## config.mk

```make
export PLATFORM = sky130hd
export DESIGN_NAME = arb_hub
export DESIGN_NICKNAME = d
export VERILOG_FILES = /design/src/verilog/arb_cfg_pkg.sv /design/src/verilog/arb_cmd_pkg.sv /design/src/verilog/arb_hub.sv /design/src/verilog/grant_mux.sv /design/src/verilog/matrix_arbiter.sv /design/src/verilog/cmd_fifo.sv
export SDC_FILE = /design/constraint.sdc
export NUM_CORES = 1
export LEC_CHECK = 0
export ABC_CLOCK_PERIOD_IN_PS = 3400
export BUFFER_PORTS_ARGS = -buffer_cell sky130_fd_sc_hd__buf_4
export CAP_MARGIN = 20
export CORE_MARGIN = 5
export CORE_UTILIZATION = 55
export CTS_CLUSTER_DIAMETER = 50
export DETAILED_ROUTE_END_ITERATION = 6
export PLACE_DENSITY = 0.79
export SYNTH_ARGS = -nofsm -noshare
export SYNTH_HDL_FRONTEND = slang
export SYNTH_SLANG_ARGS = --single-unit
```

## constraint.sdc

```tcl
create_clock -name i_clk -period 3.4 [get_ports i_clk]
set_input_delay 0.68 -clock i_clk [delete_from_list [all_inputs] [get_ports i_clk]]
set_output_delay 0.68 -clock i_clk [all_outputs]
set_load 0.01 [all_outputs]
```

## src/verilog/arb_cfg_pkg.sv

```systemverilog
// sizing of the arbiter hub and its command word
package arb_cfg_pkg;

  // command address width
  localparam int ADDR_W = 16;

  // command data width
  localparam int DATA_W = 32;

  // requesters on the hub, used as the top level default
  localparam int DEF_NUM_PORTS = 4;

  // entries in each per-port command queue
  localparam int DEF_FIFO_DEPTH = 4;

endpackage
```

## src/verilog/arb_cmd_pkg.sv

```systemverilog
// command types carried between the queues, the mux and the output
package arb_cmd_pkg;

  // one command as strobed in by a requester
  // write flag on top, then address, data in the low bits
  typedef struct packed {
    logic                          write;
    logic [arb_cfg_pkg::ADDR_W-1:0] addr;
    logic [arb_cfg_pkg::DATA_W-1:0] data;
  } cmd_t;

  // flat width of a command, 49 bits with the default sizes
  localparam int CMD_W = $bits(cmd_t);

endpackage

```

## src/verilog/arb_hub.sv

```systemverilog
`timescale 1ns/1ps

module arb_hub #(
  parameter int NUM_PORTS  = arb_cfg_pkg::DEF_NUM_PORTS,
  parameter int FIFO_DEPTH = arb_cfg_pkg::DEF_FIFO_DEPTH
)(
  input  var logic                              i_clk,
  input  var logic                              i_reset,
  input  var logic [NUM_PORTS-1:0]              i_cmd_valid,
  input  var arb_cmd_pkg::cmd_t [NUM_PORTS-1:0] i_cmd,
  output logic [NUM_PORTS-1:0]                  o_full,
  output logic                                  o_valid,
  output arb_cmd_pkg::cmd_t                     o_cmd,
  output logic [NUM_PORTS-1:0]                  o_grant
);

  logic [NUM_PORTS-1:0]              request;
  logic [NUM_PORTS-1:0]              grant;
  arb_cmd_pkg::cmd_t [NUM_PORTS-1:0] heads;

  // one queue per requester, popped by its own grant bit
  for (genvar p = 0; p < NUM_PORTS; p++) begin : g_port
    cmd_fifo #(
      .FIFO_DEPTH (FIFO_DEPTH)
    ) u_fifo (
      .i_clk       (i_clk),
      .i_reset     (i_reset),
      .i_push      (i_cmd_valid[p]),
      .i_data      (i_cmd[p]),
      .i_pop       (grant[p]),
      .o_head      (heads[p]),
      .o_not_empty (request[p]),
      .o_full      (o_full[p])
    );
  end

  matrix_arbiter #(
    .NUM_PORTS (NUM_PORTS)
  ) u_arbiter (
    .i_clk     (i_clk),
    .i_reset   (i_reset),
    .i_request (request),
    .o_grant   (grant)
  );

  grant_mux #(
    .NUM_PORTS (NUM_PORTS)
  ) u_mux (
    .i_clk   (i_clk),
    .i_reset (i_reset),
    .i_grant (grant),
    .i_heads (heads),
    .o_valid (o_valid),
    .o_cmd   (o_cmd),
    .o_grant (o_grant)
  );

endmodule

```

## src/verilog/grant_mux.sv

```systemverilog
`timescale 1ns/1ps

module grant_mux #(
  parameter int NUM_PORTS = 4
)(
  input  var logic                                  i_clk,
  input  var logic                                  i_reset,
  input  var logic [NUM_PORTS-1:0]                  i_grant,
  input  var arb_cmd_pkg::cmd_t [NUM_PORTS-1:0]     i_heads,
  output logic                                      o_valid,
  output arb_cmd_pkg::cmd_t                         o_cmd,
  output logic [NUM_PORTS-1:0]                      o_grant
);

  logic [arb_cmd_pkg::CMD_W-1:0] sel_bits;

  // and-or select, grant is one-hot or zero
  always_comb begin
    sel_bits = '0;
    for (int p = 0; p < NUM_PORTS; p++) begin
      sel_bits = sel_bits | (i_heads[p] & {arb_cmd_pkg::CMD_W{i_grant[p]}});
    end
  end

  always_ff @(posedge i_clk) begin
    if (i_reset) begin
      o_valid <= 1'b0;
      o_grant <= '0;
    end else begin
      o_valid <= (i_grant != '0);
      o_grant <= i_grant;
    end
  end

  // payload only means something while o_valid is high
  always_ff @(posedge i_clk) begin
    o_cmd <= arb_cmd_pkg::cmd_t'(sel_bits);
  end

endmodule

```

## src/verilog/matrix_arbiter.sv

```systemverilog
`timescale 1ns/1ps

module matrix_arbiter #(
  parameter int NUM_PORTS = 4
)(
  input  var logic                 i_clk,
  input  var logic                 i_reset,
  input  var logic [NUM_PORTS-1:0] i_request,
  output logic     [NUM_PORTS-1:0] o_grant
);

  // priority_matrix[i][j] set means port i beats port j
  // the diagonal stays clear, so row counts run 0 .. NUM_PORTS-1
  logic [NUM_PORTS-1:0][NUM_PORTS-1:0] priority_matrix;
  logic [NUM_PORTS-1:0][NUM_PORTS-1:0] matrix_next;
  logic [NUM_PORTS-1:0]                blocked;

  // lower index wins out of reset
  function automatic logic [NUM_PORTS-1:0][NUM_PORTS-1:0] init_matrix();
    logic [NUM_PORTS-1:0][NUM_PORTS-1:0] m;
    for (int i = 0; i < NUM_PORTS; i++) begin
      for (int j = 0; j < NUM_PORTS; j++) begin
        m[i][j] = (i < j);
      end
    end
    return m;
  endfunction

  // a port loses when any other requester holds priority over it
  always_comb begin
    for (int i = 0; i < NUM_PORTS; i++) begin
      blocked[i] = 1'b0;
      for (int j = 0; j < NUM_PORTS; j++) begin
        if ((j != i) && i_request[j] && priority_matrix[j][i]) begin
          blocked[i] = 1'b1;
        end
      end
    end
  end

  assign o_grant = i_request & ~blocked;

  // winner drops to lowest priority
  // clear its row, set its column apart from the diagonal
  always_comb begin
    matrix_next = priority_matrix;
    for (int g = 0; g < NUM_PORTS; g++) begin
      if (o_grant[g]) begin
        for (int j = 0; j < NUM_PORTS; j++) begin
          matrix_next[g][j] = 1'b0;
          if (j != g) begin
            matrix_next[j][g] = 1'b1;
          end
        end
      end
    end
  end

  always_ff @(posedge i_clk) begin
    if (i_reset) begin
      priority_matrix <= init_matrix();
    end else if (o_grant != '0) begin
      priority_matrix <= matrix_next;
    end
  end

endmodule

```

## src/verilog/cmd_fifo.sv

```systemverilog
`timescale 1ns/1ps

module cmd_fifo #(
  parameter int FIFO_DEPTH = 4
)(
  input  var logic               i_clk,
  input  var logic               i_reset,
  input  var logic               i_push,
  input  var arb_cmd_pkg::cmd_t  i_data,
  input  var logic               i_pop,
  output arb_cmd_pkg::cmd_t      o_head,
  output logic                   o_not_empty,
  output logic                   o_full
);

  // a single entry queue still needs a one bit pointer
  localparam int PTR_W = (FIFO_DEPTH > 1) ? $clog2(FIFO_DEPTH) : 1;
  localparam int CNT_W = $clog2(FIFO_DEPTH + 1);
  localparam logic [PTR_W-1:0] LAST_PTR = PTR_W'(FIFO_DEPTH - 1);
  localparam logic [CNT_W-1:0] FULL_CNT = CNT_W'(FIFO_DEPTH);

  arb_cmd_pkg::cmd_t mem [FIFO_DEPTH];

  logic [PTR_W-1:0] wr_ptr;
  logic [PTR_W-1:0] rd_ptr;
  logic [CNT_W-1:0] count;
  logic             push_ok;

  // a full queue still takes a push when its head leaves in the same cycle
  assign push_ok = i_push && (!o_full || i_pop);

  always_ff @(posedge i_clk) begin
    if (i_reset) begin
      wr_ptr <= '0;
      rd_ptr <= '0;
      count  <= '0;
    end else begin
      if (push_ok) begin
        wr_ptr <= (wr_ptr == LAST_PTR) ? '0 : wr_ptr + 1'b1;
      end
      if (i_pop) begin
        rd_ptr <= (rd_ptr == LAST_PTR) ? '0 : rd_ptr + 1'b1;
      end
      case ({push_ok, i_pop})
        2'b10:   count <= count + 1'b1;
        2'b01:   count <= count - 1'b1;
        default: count <= count;
      endcase
    end
  end

  // storage
  always_ff @(posedge i_clk) begin
    if (push_ok) begin
      mem[wr_ptr] <= i_data;
    end
  end

  assign o_head      = mem[rd_ptr];
  assign o_not_empty = (count != '0);
  assign o_full      = (count == FULL_CNT);

endmodule

```

== Word-level counts from Yosys, hierarchy flattened ==
Memory sizes are Yosys's and may differ from the RTL's. A register that Yosys moved wholly into a read port is not among the register bits.
Cells that the tools add are included.

* Add/sub/neg operators: 16
* Multiply operators: 0
* Divide/modulo/power cells: 0
* Order comparisons: 0
* Equal/unequal tests: 20
* Shift-type cells: 0
* Multiplexer cells: 52
* Bitwise gates (word level): 9
* Reductions and logical operators: 45

{| class="wikitable"
|+ Operator list
! kind !! number
|-
| AND 49 bit || 4
|-
| OR 49 bit || 3
|-
| two-way mux 2 bit || 16
|-
| two-way mux 1 bit || 28
|-
| equality test 2 bit (second input constant) || 12
|-
| one-hot mux 3 bit (2 select lines) || 4
|-
| nonzero test 2 bit || 10
|-
| adder 2 x 1 -> 2 bit (second input constant) || 8
|-
| logical AND 1 bit || 16
|-
| adder 3 x 1 -> 3 bit (second input constant) || 4
|-
| equality test 3 bit (second input constant) || 4
|-
| two-way mux 4 bit || 3
|-
| AND reduction 2 bit || 6
|-
| nonzero test 3 bit || 4
|-
| subtractor 3 x 1 -> 3 bit (second input constant) || 4
|-
| equality test 2 x 1 -> 1 bit (second input constant) || 4
|-
| two-way mux 5 bit || 1
|-
| AND 4 bit || 1
|-
| logical NOT 1 bit || 4
|-
| logical OR 1 bit || 4
|-
| NOT 4 bit || 1
|-
| nonzero test 4 bit || 1
|}

* Register bits after elaboration: 94
* Latch bits: 0
* RAM bits: 784
* ROM bits: 0
* Input port bits: 202
* Output and inout port bits: 58
* Logic and storage cells: 175
* Memories: 4

{| class="wikitable"
|+ Memory list
! name !! words !! width !! read ports !! clocked after memory_dff !! wr ports !! line !! RTL
|-
| g_port[0].u_fifo.mem || 4 || 49 || 1 || 1 || 1 || cmd_fifo.sv:22 || <nowiki>arb_cmd_pkg::cmd_t mem [FIFO_DEPTH];</nowiki>
|-
| g_port[1].u_fifo.mem || 4 || 49 || 1 || 1 || 1 || cmd_fifo.sv:22 ||
|-
| g_port[2].u_fifo.mem || 4 || 49 || 1 || 1 || 1 || cmd_fifo.sv:22 ||
|-
| g_port[3].u_fifo.mem || 4 || 49 || 1 || 1 || 1 || cmd_fifo.sv:22 ||
|}

== Depth between registers and ports, before layout ==
Gate-level depths: netlist of the first run.

* Word-level depth: 11
* Mapped depth: 9
* Gate-level depth less buffers: 7

== Modules after synthesis ==
Synthesis of the first run repeated with hierarchy kept, for this count alone.

* Cells, all modules: 1543
* Area total of the unflattened synthesis: 33263.2 um2

{| class="wikitable"
|+ Modules (own cells, without submodules)
! module !! times used !! cells an instance !! area an instance (um2) !! seq. area each (um2)
|-
| cmd_fifo || 4 || 316 || 7604.8 || 6065.8
|-
| grant_mux || 1 || 231 || 2361.0 || 1081.0
|-
| matrix_arbiter || 1 || 48 || 483.0 || 240.2
|}

== Worst setup path before layout of the first run ==
Ideal clock, no wire load.

* Kind: register -> register
* From: register g_port[3].u_fifo.count[2]
* To: memory g_port[0].u_fifo.mem[0][0] (netlist name) (enable)
* Library setup time: 0.412 ns
* Arrival time: 2.583 ns
* Required time: 2.988 ns
* Slack: 0.405 ns
* Stages on the path, launching flop included: 4
* Path buffers: 0
* Clock period less this slack: 2.995 ns
* Cell sequence: dfxtp_1 -> o31a_1 -> o41ai_1 -> and3_1

* Word-level cells in the longest chain between the ends: 9

{| class="wikitable"
|+ Ends and longest elaborated chain
! item !! line !! RTL
|-
| start, declared || cmd_fifo.sv:26 || <nowiki>logic [CNT_W-1:0] count;</nowiki>
|-
| start signal, assigned || cmd_fifo.sv:45 || <nowiki>2'b10: count <= count + 1'b1;</nowiki>
|-
| start signal, assigned || cmd_fifo.sv:46 || <nowiki>2'b01: count <= count - 1'b1;</nowiki>
|-
| start signal, assigned || cmd_fifo.sv:47 || <nowiki>default: count <= count;</nowiki>
|-
| nonzero test 3 bit || cmd_fifo.sv:60 || <nowiki>assign o_not_empty = (count != '0);</nowiki>
|-
| logical AND 1 bit || matrix_arbiter.sv:34 || <nowiki>if ((j != i) && i_request[j] && priority_matrix[j][i]) begin</nowiki>
|-
| two-way mux 1 bit || matrix_arbiter.sv:34 ||
|-
| NOT 4 bit || matrix_arbiter.sv:41 || <nowiki>assign o_grant = i_request & ~blocked;</nowiki>
|-
| AND 4 bit || matrix_arbiter.sv:41 ||
|-
| logical OR 1 bit || cmd_fifo.sv:30 || <nowiki>assign push_ok = i_push && (!o_full || i_pop);</nowiki>
|-
| logical AND 1 bit || cmd_fifo.sv:30 ||
|-
| two-way mux 1 bit || cmd_fifo.sv:54 || <nowiki>if (push_ok) begin</nowiki>
|-
| two-way mux 1 bit (implied by the code) || cmd_fifo.sv:55 || <nowiki>mem[wr_ptr] <= i_data;</nowiki>
|-
| end, declared || cmd_fifo.sv:22 ||
|}

No other way between the ends.

== Final worst setup path of the first run ==
* From: register g_port[3].u_fifo.count[2]
* To: memory g_port[0].u_fifo.mem[0][13] (netlist name) (enable)

The elaborated chain is that of the path after synthesis.

==> reports/summary.txt, run 1 <==
routed vias/inst -> 6.19
CP max FO -> 49
Post-Layout Cell Count -> 2709
final setup fails -> 0
setup TNS -> 0 ns
final wirelength -> 79100 um
number of synthesized register bits -> 886
DR vias -> 16759
Cell Rows -> 89
Post-CTS Hold Fix Bufs -> 0
Placed Cells -> 2534
Post-CTS Setup Repair Bufs -> 0
main flop type after synthesis -> edfxtp_1
CP bufs+invs -> 1
syn_area_per_cell -> 21.4 sq um
Fmax achieved -> 372 MHz
crit end category -> flip-flop
layout cells sized above 1 -> 0.344
Final #Nets -> 2075
Layout fillers -> 3686
I/O Buffers -> 259
maximum buffer depth of the clock tree -> 3
clock sink count -> 886
Ys Warns -> 0
die area -> 64600 sq um
vias in the first global route -> 17112
Post-Syn Nets -> 1762
Worst EP arrival -> 2.99 ns
Hold Crit Class -> in -> reg
Resized cells post-CTS -> 0
CP max stage cell -> o41ai_1
Clk pin slew, worst setup/hold paths -> 0.06 ns
top cells by area, synth -> edfxtp_1, mux4_2, dfxtp_1
top cells by count, synth -> edfxtp_1, mux4_2, dfxtp_1
Critical Path RT -> 3.70 ns
DR DRC count -> 0
Tot Pwr -> 32.8 mW
Slew Limit Fails -> 0
RSZ-0062 raised after global routing -> no
Final ANT Viol Nets -> 0
min Tclk post-route -> 2.69 ns
max-cap violations -> 0
top-count cell post-synth -> edfxtp_1
Initial Utilization -> 0.556
CTS tree -> done
Num CTS Buffers -> 86
Min Hold Slack -> 0.230 ns
Worst Tran Pin Value -> 0.968 ns
Core Box Area -> 59000 sq um
H-Tree Depth -> 3
Post-synth EDFFs -> 784
Cells after Synth -> 1536
Setup WS post-layout -> 0.711 ns
IR drop worst, VDD -> 0.620 mV
Synth async-reset ratio -> 0
First DRT Iteration DRCs -> 2122
final hold violation count -> 0
Pre-Repair DR Iteration Count -> 6
Cell variety after synth -> 40
first-pass GRT wire length -> 114000 um
antenna violations before repair -> 18
placer's final routability congestion estimate -> 0.805
run status -> completed
gr usage total -> 0.242
WL/cell -> 29.2 um
hold_sp -> i_cmd[174]
CP cell instances -> o31a_1, o41ai_1, and3_2, buf_12
Clk Latency, worst-skew pair -> 0.65 ns
Syn-to-layout area delta -> 18.6%
clock skew -> 0.0244 ns
pre-CTS WS -> 0.835 ns
cell family contributing the most delay on the critical path -> compound AO/OA/AOI/OAI gates
area fraction of the dominant cell type after synthesis -> 0.717
die extent in y -> 254 um
Clk Tree Root Cell -> clkbuf_16
total gr overflow -> 0
Cell Area, Synth -> 32800 sq um
max incr delay on CP -> 0.90 ns
critical path class -> reg -> reg
HPWL after DPL -> 49400 um
Worst setup SP type -> flip-flop
max_slew headroom -> 0.346
post-synthesis sequential area ratio -> 0.780
largest net degree at the start of global routing -> 58
Lkg Pwr -> 13.1 nW
Die X-Extent -> 254 um
Yosys top cell by area -> edfxtp_1
Worst Setup SP -> g_port[3].u_fifo.count[2]
period utilization -> 0.791
I/O pin cnt -> 260
Cell Pwr Density -> 844 nW/um^2
Crit Reg-Reg Startpoint -> g_port[3].u_fifo.count[2]
[power breakdown]
part / total, mW / internal (mW) / switching, mW / leakage (nW)
combinational: 8.88 / 3.66 / 5.22 / 3.68
sequential: 14.5 / 13.6 / 0.892 / 8.05
clock: 9.49 / 5.48 / 4.00 / 1.37
[layer usage]
| metal | global-route usage | wire length (um) |
|---|---|---|
| met1 | 0.327 | 28200 |
| met2 | 0.397 | 40400 |
| met3 | 0.0607 | 8340 |
| met4 | 0.0786 | 2050 |
| met5 | 0 | 74 |
[cell families (layout without fill, tap and decap cells)]
family          after synthesis  after routing  share of synthesized area
compound gates              136            136                     0.0307
buf+inv                      97            483                     0.0121
fa+ha+maj                    24             24                     0.0101
flops                       886            886                      0.780
simple gates                172            172                     0.0247
mux                         221            221                      0.143
other cells                   0             14                          0
[area by class of cell]
class | count | area [sq um] | share of cell area
clock buffers | 116 | 2340 | 0.0600
flip-flops and latches | 886 | 25600 | 0.658
diodes | 14 | 35.0 | 0.000900
well taps | 773 | 967 | 0.0248
inverters | 19 | 71.3 | 0.00183
clock inverters | 45 | 498 | 0.0128
multi-input cells | 553 | 6870 | 0.176
repair buffers | 303 | 2550 | 0.0655
[worst reg2reg max path: stages, from the launching register on]
cell     delay [ns]
dfxtp_1        0.36
o31a_1         0.39
o41ai_1        0.90
and3_2         0.36
buf_12         0.32
[cell usage in the layout (no fill, tap or decap), drive strengths merged, types with 4 or more instances in the layout]
cell type | synthesis | final
edfxtp | 784 | 784
buf | 31 | 303
mux4 | 196 | 196
clkbuf | 47 | 116
dfxtp | 102 | 102
a22oi | 99 | 99
nand2 | 75 | 75
nor2 | 33 | 33
clkinv | 0 | 30
inv | 19 | 22
ha | 20 | 20
diode | 0 | 14
mux2 | 14 | 14
and2 | 12 | 12
a21oi | 11 | 11
mux2i | 11 | 11
o31ai | 10 | 10
nor3 | 10 | 10
nor2b | 9 | 9
bufinv | 0 | 8
or3 | 7 | 7
nand2b | 7 | 7
nor3b | 5 | 5
o21a | 5 | 5
and3 | 4 | 4
fa | 4 | 4
clkinvlp | 0 | 4
[worst paths after layout]
check | end | slack, ns | cells after the start
max | g_port[0].u_fifo.mem[0][13] | 0.71 | 4
min | g_port[3].u_fifo.mem[2][27] | 0.23 | 1
max reg2reg | g_port[0].u_fifo.mem[0][13] | 0.71 | 4
min reg2reg | u_arbiter.priority_matrix[2] | 0.45 | 2
[flip-flops by register name (all words and copies together) (netlist names), named ones only]
signal / cells
g_port.u_fifo.rd_ptr: 8
g_port.u_fifo.count: 12
u_mux.o_cmd: 49
u_mux.o_grant: 4
u_mux.o_valid: 1
u_arbiter.priority_matrix: 12
g_port.u_fifo.wr_ptr: 8
g_port.u_fifo.mem: 784
[stage by stage]
stage	instance area [sq um]	util
after floorplan	32800	-
after global placement	36100	0.611
after detailed placement	36100	0.611
after CTS	38900	0.659
after global routing	38900	0.659
final	38900	0.660
Power figures use the tool's default switching activity.
==> run 2, diff against run 1 <==
ABC_CLOCK_PERIOD_IN_PS = 2400   (was 3400)
CORE_UTILIZATION = 54   (was 55)
PLACE_DENSITY = 0.81   (was 0.79)
clock period = 2.4 ns   (was 3.4 ns; I/O delays follow)
==> run 2 against run 1 <==
Net effect: critical path depth grew 1; core utilization shrank 0.16 points; maximum frequency grew 14%; register-to-register slack lost 0.66 ns; routed wire length is 0.64% higher; cell area grew 1.8%; global-route usage about the same; critical endpoint is now g_port[0].u_fifo.mem[3][16]; largest power group unchanged.
==> reports/summary.txt, run 2 (synthesis gave the netlist of run 1 again) <==
Post-Layout Cell Count -> 2768 (was 2709)
crit end category -> flip-flop (unchanged)
Hold Crit Class -> in -> reg (unchanged)
Clk Latency, worst-skew pair -> 0.63 ns (was 0.65 ns)
Num CTS Buffers -> 88 (was 86)
RSZ-0062 raised after global routing -> no (unchanged)
Pre-Repair DR Iteration Count -> 5 (was 6)
antenna violations before repair -> 25 (was 18)
total gr overflow -> 0 (unchanged)
area of the multi-input gates -> 6910 sq um (was 6870 sq um)
clock skew -> 0.0284 ns (was 0.0244 ns)
Clk pin slew, worst setup/hold paths -> 0.06 ns (about the same)
WL/cell -> 28.8 um (was 29.2 um)
CP max FO -> 20 (was 49)
clock share of power -> 0.284 (was 0.289)
RR Endpoint -> g_port[0].u_fifo.mem[3][16] (was g_port[0].u_fifo.mem[0][13])
Worst Tran Pin Value -> 0.652 ns (was 0.968 ns)
H-Tree Depth -> 3 (unchanged)
die area -> 65800 sq um (was 64600 sq um)
Slew Limit Fails -> 0 (unchanged)
most frequent cells in the layout -> edfxtp_1, buf_4, mux4_2 (unchanged)
Core Box Area -> 60200 sq um (was 59000 sq um)
routed vias/inst -> 6.13 (was 6.19)
final wirelength -> 79600 um (was 79100 um)
largest net degree at the start of global routing -> 58 (unchanged)
run status -> completed (unchanged)
max-cap violations -> 0 (unchanged)
Layout fillers -> 3648 (was 3686)
Tot Pwr -> 47.5 mW (was 32.8 mW)
Crit Reg-Reg Startpoint -> g_port[3].u_fifo.count[2] (unchanged)
min Tclk post-route -> 2.35 ns (was 2.69 ns)
Biggest register -> g_port.u_fifo.mem (unchanged)
register share of total power -> 0.430 (was 0.441)
Final ANT Viol Nets -> 0 (unchanged)
I/O pin cnt -> 260 (unchanged)
critical path class -> reg -> reg (unchanged)
Clk Tree Root Cell -> clkbuf_16 (unchanged)
vias in the first global route -> 17290 (was 17112)
Syn-to-layout area delta -> 20.8% (was 18.6%)
CTS tree -> done (unchanged)
setup TNS -> 0 ns (unchanged)
setup slack, reg-to-reg -> 0.05 ns (was 0.71 ns)
Final #Nets -> 2122 (was 2075)
Worst Hold End -> g_port[2].u_fifo.mem[3][32] (was g_port[3].u_fifo.mem[2][27])
Critical Path RT -> 2.72 ns (was 3.70 ns)
Cell Rows -> 90 (was 89)
NetSw -> 14.6 mW (was 10.1 mW)
Worst setup SP type -> flip-flop (unchanged)
hold_sp -> i_cmd[130] (was i_cmd[174])
placer's final routability congestion estimate -> 0.840 (was 0.805)
DR DRC count -> 0 (unchanged)
Reg2Reg Depth -> 5 (was 4)
Die X-Extent -> 257 um (was 254 um)
first-pass GRT wire length -> 117000 um (was 114000 um)
DR vias -> 16980 (was 16759)
die extent in y -> 257 um (was 254 um)
share of power burned in combinational logic -> 0.286 (was 0.270)
Fmax achieved -> 425 MHz (was 372 MHz)
biggest regs -> g_port.u_fifo.mem (784), u_mux.o_cmd (49) (unchanged)
First DRT Iteration DRCs -> 1788 (was 2122)
fin util -> 0.658 (was 0.660)
Placed Cells -> 2587 (was 2534)
HPWL after DPL -> 52100 um (was 49400 um)
Cells on Worst Hold Path -> 1 (unchanged)
Register Area -> 25600 sq um (unchanged)
maximum buffer depth of the clock tree -> 3 (unchanged)
clock sink count -> 886 (unchanged)
Int Power -> 33.0 mW (was 22.7 mW)
I/O Buffers -> 259 (unchanged)
layout cells sized above 1 -> 0.365 (was 0.344)
Lkg Pwr -> 13.4 nW (was 13.1 nW)
sw frac -> 0.307 (was 0.308)
final hold violation count -> 0 (unchanged)
final setup fails -> 0 (unchanged)
Worst EP arrival -> 2.68 ns (was 2.99 ns)
most common cell after layout, fill and taps aside -> edfxtp_1 (unchanged)
max_slew headroom -> 0.566 (was 0.346)
max reg flops -> 784 (unchanged)
Cell Pwr Density -> 1200 nW/um^2 (was 844 nW/um^2)
gr usage total -> 0.242 (about the same)
Initial Utilization -> 0.545 (was 0.556)
IR drop worst, VDD -> 0.866 mV (was 0.620 mV)
period utilization -> 0.980 (was 0.791)
run 2: per-layer routing:
| metal | global-route usage | vias to the layer above | wire [um] |
|---|---|---|---|
| met1 | 0.337 | 8841 | 30400 |
| met3 | 0.0809 | 133 | 8950 |
| met2 | 0.370 | 904 | 38200 |
| met5 | 0 | - | 100 |
| met4 | 0.0793 | 16 | 1950 |
| li1 | - | 7086 | - |
run 2: how the worst max path moves through the flow:
stage                              start  slack (ns)  cells after the start                     endpoint
6_report       g_port[3].u_fifo.count[2]        0.05                      5  g_port[0].u_fifo.mem[3][16]
5_1_grt        g_port[3].u_fifo.count[2]       0.002                      7    g_port[0].u_fifo.count[2]
4_1_cts        g_port[3].u_fifo.count[2]        0.05                      5  g_port[0].u_fifo.mem[2][10]
3_5_place_dp   g_port[3].u_fifo.count[2]        0.08                      5  g_port[0].u_fifo.mem[3][21]
3_3_place_gp   g_port[3].u_fifo.count[2]        0.13                      5  g_port[0].u_fifo.mem[1][10]
2_1_floorplan  g_port[2].u_fifo.count[2]       0.001                      8    g_port[0].u_fifo.count[2]
run 2: final cells by class:
class,instances,area share
sequential,886,0.646
multi-input combinational,553,0.174
antenna,17,0.00107
timing repair buffer,348,0.0796
tap,782,0.0247
clock buffer,116,0.0608
clock inverter,47,0.0117
inverter,19,0.00180
run 2: worst max-delay path, stage by stage (launching register included):
cell and delay [ns]:
dfxtp_1 0.37, o31a_1 0.39, o41ai_1 0.49, buf_4 0.22, and3_4 0.34, buf_12 0.22
run 2: what timing repair did:
action	4_1_cts	5_1_grt
gates resized for setup	0	5
buffers inserted	0	1
hold buffers	0	0
endpoints found under the setup margin	0	84
run 2: stage by stage:
stage | setup WS [ns] | hold WS, ns | instance area, sq um
floorplan | 0.00120 | 0.423 | 32900
global placement | 0.132 | 0.447 | 36700
detailed placement | 0.0802 | 0.445 | 36700
CTS | 0.0482 | 0.0153 | 39600
global route | 0.00169 | 0.0285 | 39600
finish | 0.0474 | 0.0439 | 39600
run 2: power by group through the flow:
| stage | clock network [mW] | registers, mW | logic, mW |
|---|---|---|---|
| floorplan | 0 | 20.2 | 7.52 |
| global placement | 0 | 20.6 | 13.1 |
| detailed placement | 0 | 20.7 | 13.3 |
| CTS | 13.7 | 20.4 | 13.5 |
| global route | 14.4 | 20.6 | 14.4 |
| finish | 13.5 | 20.4 | 13.6 |
==> run 3, diff against run 2 <==
BUFFER_PORTS_ARGS = -buffer_cell sky130_fd_sc_hd__buf_2   (was -buffer_cell sky130_fd_sc_hd__buf_4)
==> run 3 against run 2 <==
Net effect: worst hold slack improved by 0.019 ns; via count fell by 0.39%; worst setup slack got worse by 0.011 ns; die area did not move; sequential power barely moved; maximum frequency fell by 0.46%; combinational power fell by 6%; power fell by 2.7%; non-clock buffer count rose by 3.
==> reports/summary.txt, run 3 (synthesis gave the netlist of run 1 again) <==
clock sink count -> 886 (unchanged)
Biggest register -> g_port.u_fifo.mem (unchanged)
Lkg Pwr -> 13.2 nW (was 13.4 nW)
die area -> 65800 sq um (unchanged)
CP cell instances -> o31ai_2, and4_2, nand2b_1, fa_1, nor2b_1, a22oi_1, mux2_2 (was o31a_1, o41ai_1, buf_4, and3_4, buf_12)
Num CTS Buffers -> 84 (was 88)
max-cap violations -> 0 (unchanged)
Int Power -> 32.1 mW (was 33.0 mW)
DR vias -> 16914 (was 16980)
Layout fillers -> 3782 (was 3648)
Cell Rows -> 90 (unchanged)
Final #Nets -> 2121 (was 2122)
Worst Tran Pin Value -> 0.793 ns (was 0.652 ns)
biggest regs -> g_port.u_fifo.mem (784), u_mux.o_cmd (49) (unchanged)
Hold Crit Class -> in -> reg (unchanged)
WL/cell -> 28.3 um (was 28.8 um)
Cell Pwr Density -> 1190 nW/um^2 (was 1200 nW/um^2)
min Tclk post-route -> 2.36 ns (was 2.35 ns)
final hold violation count -> 0 (unchanged)
Syn-to-layout area delta -> 18.4% (was 20.8%)
run status -> completed (unchanged)
IR drop worst, VDD -> 0.976 mV (was 0.866 mV)
max incr delay on CP -> 0.38 ns (was 0.49 ns)
final wirelength -> 78700 um (was 79600 um)
maximum buffer depth of the clock tree -> 3 (unchanged)
pre-CTS WS -> -0.0241 ns (was 0.0802 ns)
CTS tree -> done (unchanged)
gr usage total -> 0.238 (was 0.242)
layout cells sized above 1 -> 0.364 (was 0.365)
clock share of power -> 0.285 (was 0.284)
I/O Buffers -> 259 (unchanged)
Die X-Extent -> 257 um (unchanged)
antenna violations before repair -> 40 (was 25)
share of power burned in combinational logic -> 0.276 (was 0.286)
Setup WS post-layout -> 0.0364 ns (was 0.0474 ns)
crit end category -> flip-flop (unchanged)
DR DRC count -> 0 (unchanged)
CP max stage cell -> mux2_2 (was o41ai_1)
Cells on Worst Hold Path -> 1 (unchanged)
Critical Path RT -> 2.91 ns (was 2.72 ns)
NetSw -> 14.1 mW (was 14.6 mW)
Clk Tree Root Cell -> clkbuf_16 (unchanged)
sw frac -> 0.306 (was 0.307)
period utilization -> 0.985 (was 0.980)
Resized cells post-CTS -> 2 (was 0)
routed vias/inst -> 6.09 (was 6.13)
Post-CTS Hold Fix Bufs -> 0 (unchanged)
clock skew -> 0.0225 ns (was 0.0284 ns)
vias in the first global route -> 17611 (was 17290)
CP bufs+invs -> 0 (was 2)
critical path class -> reg -> reg (unchanged)
max reg flops -> 784 (unchanged)
Pre-Repair DR Iteration Count -> 5 (unchanged)
Initial Utilization -> 0.545 (unchanged)
CP max FO -> 7 (was 20)
first-pass GRT wire length -> 117000 um (about the same)
Min Hold Slack -> 0.0626 ns (was 0.0439 ns)
cell family contributing the most delay on the critical path -> compound AO/OA/AOI/OAI gates (unchanged)
area of the multi-input gates -> 6930 sq um (was 6910 sq um)
largest net degree at the start of global routing -> 55 (was 58)
register share of total power -> 0.439 (was 0.430)
HPWL after DPL -> 51300 um (was 52100 um)
RSZ-0062 raised after global routing -> yes (was no)
setup TNS -> 0 ns (unchanged)
final setup fails -> 0 (unchanged)
placer's final routability congestion estimate -> 0.812 (was 0.840)
max_slew headroom -> 0.471 (was 0.566)
most frequent cells in the layout -> edfxtp_1, buf_2, mux4_2 (was edfxtp_1, buf_4, mux4_2)
Reg2Reg Depth -> 7 (was 5)
Final ANT Viol Nets -> 0 (unchanged)
setup slack, reg-to-reg -> 0.04 ns (was 0.05 ns)
fin util -> 0.645 (was 0.658)
H-Tree Depth -> 3 (unchanged)
total gr overflow -> 0 (unchanged)
I/O pin cnt -> 260 (unchanged)
Fmax achieved -> 423 MHz (was 425 MHz)
Core Box Area -> 60200 sq um (unchanged)
Post-CTS Setup Repair Bufs -> 0 (unchanged)
Worst setup SP type -> flip-flop (unchanged)
Critical Path Stages -> 7 (was 5)
Register Area -> 25600 sq um (unchanged)
Tot Pwr -> 46.3 mW (was 47.5 mW)
Clk Latency, worst-skew pair -> 0.63 ns (about the same)
most common cell after layout, fill and taps aside -> edfxtp_1 (unchanged)
die extent in y -> 257 um (unchanged)
Clk pin slew, worst setup/hold paths -> 0.07 ns (was 0.06 ns)
First DRT Iteration DRCs -> 2075 (was 1788)
Worst EP arrival -> 2.87 ns (was 2.68 ns)
Slew Limit Fails -> 0 (unchanged)
run 3: cell count changes in the layout (fill, tap and decap cells not counted), sizes merged:
cell and delta:
clkinv -4, diode +14, bufinv +1, buf +3
inv +3, clkbuf -7
run 3: power groups by stage:
stage               combinational (mW)  sequential (mW)  clock (mW)
global route                      13.6             20.5        14.0
global placement                  12.2             20.4           0
floorplan                         7.52             20.2           0
CTS                               12.7             20.3        13.3
detailed placement                12.5             20.6           0
finish                            12.8             20.3        13.2
run 3: per-stage QoR:
step,std cells,area [sq um]
CTS,2747,38700
floorplan,1536,32900
global placement,2591,36000
detailed placement,2591,36000
global route,2767,38800
finish,2778,38800
run 3: final timing paths:
check                          startpoint                      endpoint
max             g_port[0].u_fifo.count[2]     g_port[3].u_fifo.count[2]
min                            i_cmd[128]   g_port[2].u_fifo.mem[0][30]
max reg2reg     g_port[0].u_fifo.count[2]     g_port[3].u_fifo.count[2]
min reg2reg  u_arbiter.priority_matrix[6]  u_arbiter.priority_matrix[6]
run 3: worst register-to-register path, stage by stage (launching register included):
cell	delay [ns]
dfxtp_1	0.37
o31ai_2	0.37
and4_2	0.33
nand2b_1	0.08
fa_1	0.37
nor2b_1	0.14
a22oi_1	0.22
mux2_2	0.38
run 3: routing by layer:
metal | vias to the layer above | track usage | share of wire
met1 | 8848 | 0.326 | 0.39
met4 | 22 | 0.0728 | 0.022
met5 | - | 0 | 0.0018
li1 | 7105 | - | -
met2 | 824 | 0.383 | 0.50
met3 | 115 | 0.0631 | 0.089
run 3: final cells by class:
class / instances / share of cell area
Sequential cell: 886 / 0.659
Multi-Input combinational cell: 553 / 0.178
Timing Repair Buffer: 351 / 0.0628
Clock buffer: 109 / 0.0587
Tap cell: 782 / 0.0252
Clock inverter: 47 / 0.0119
Antenna cell: 31 / 0.00200
Inverter: 19 / 0.00184
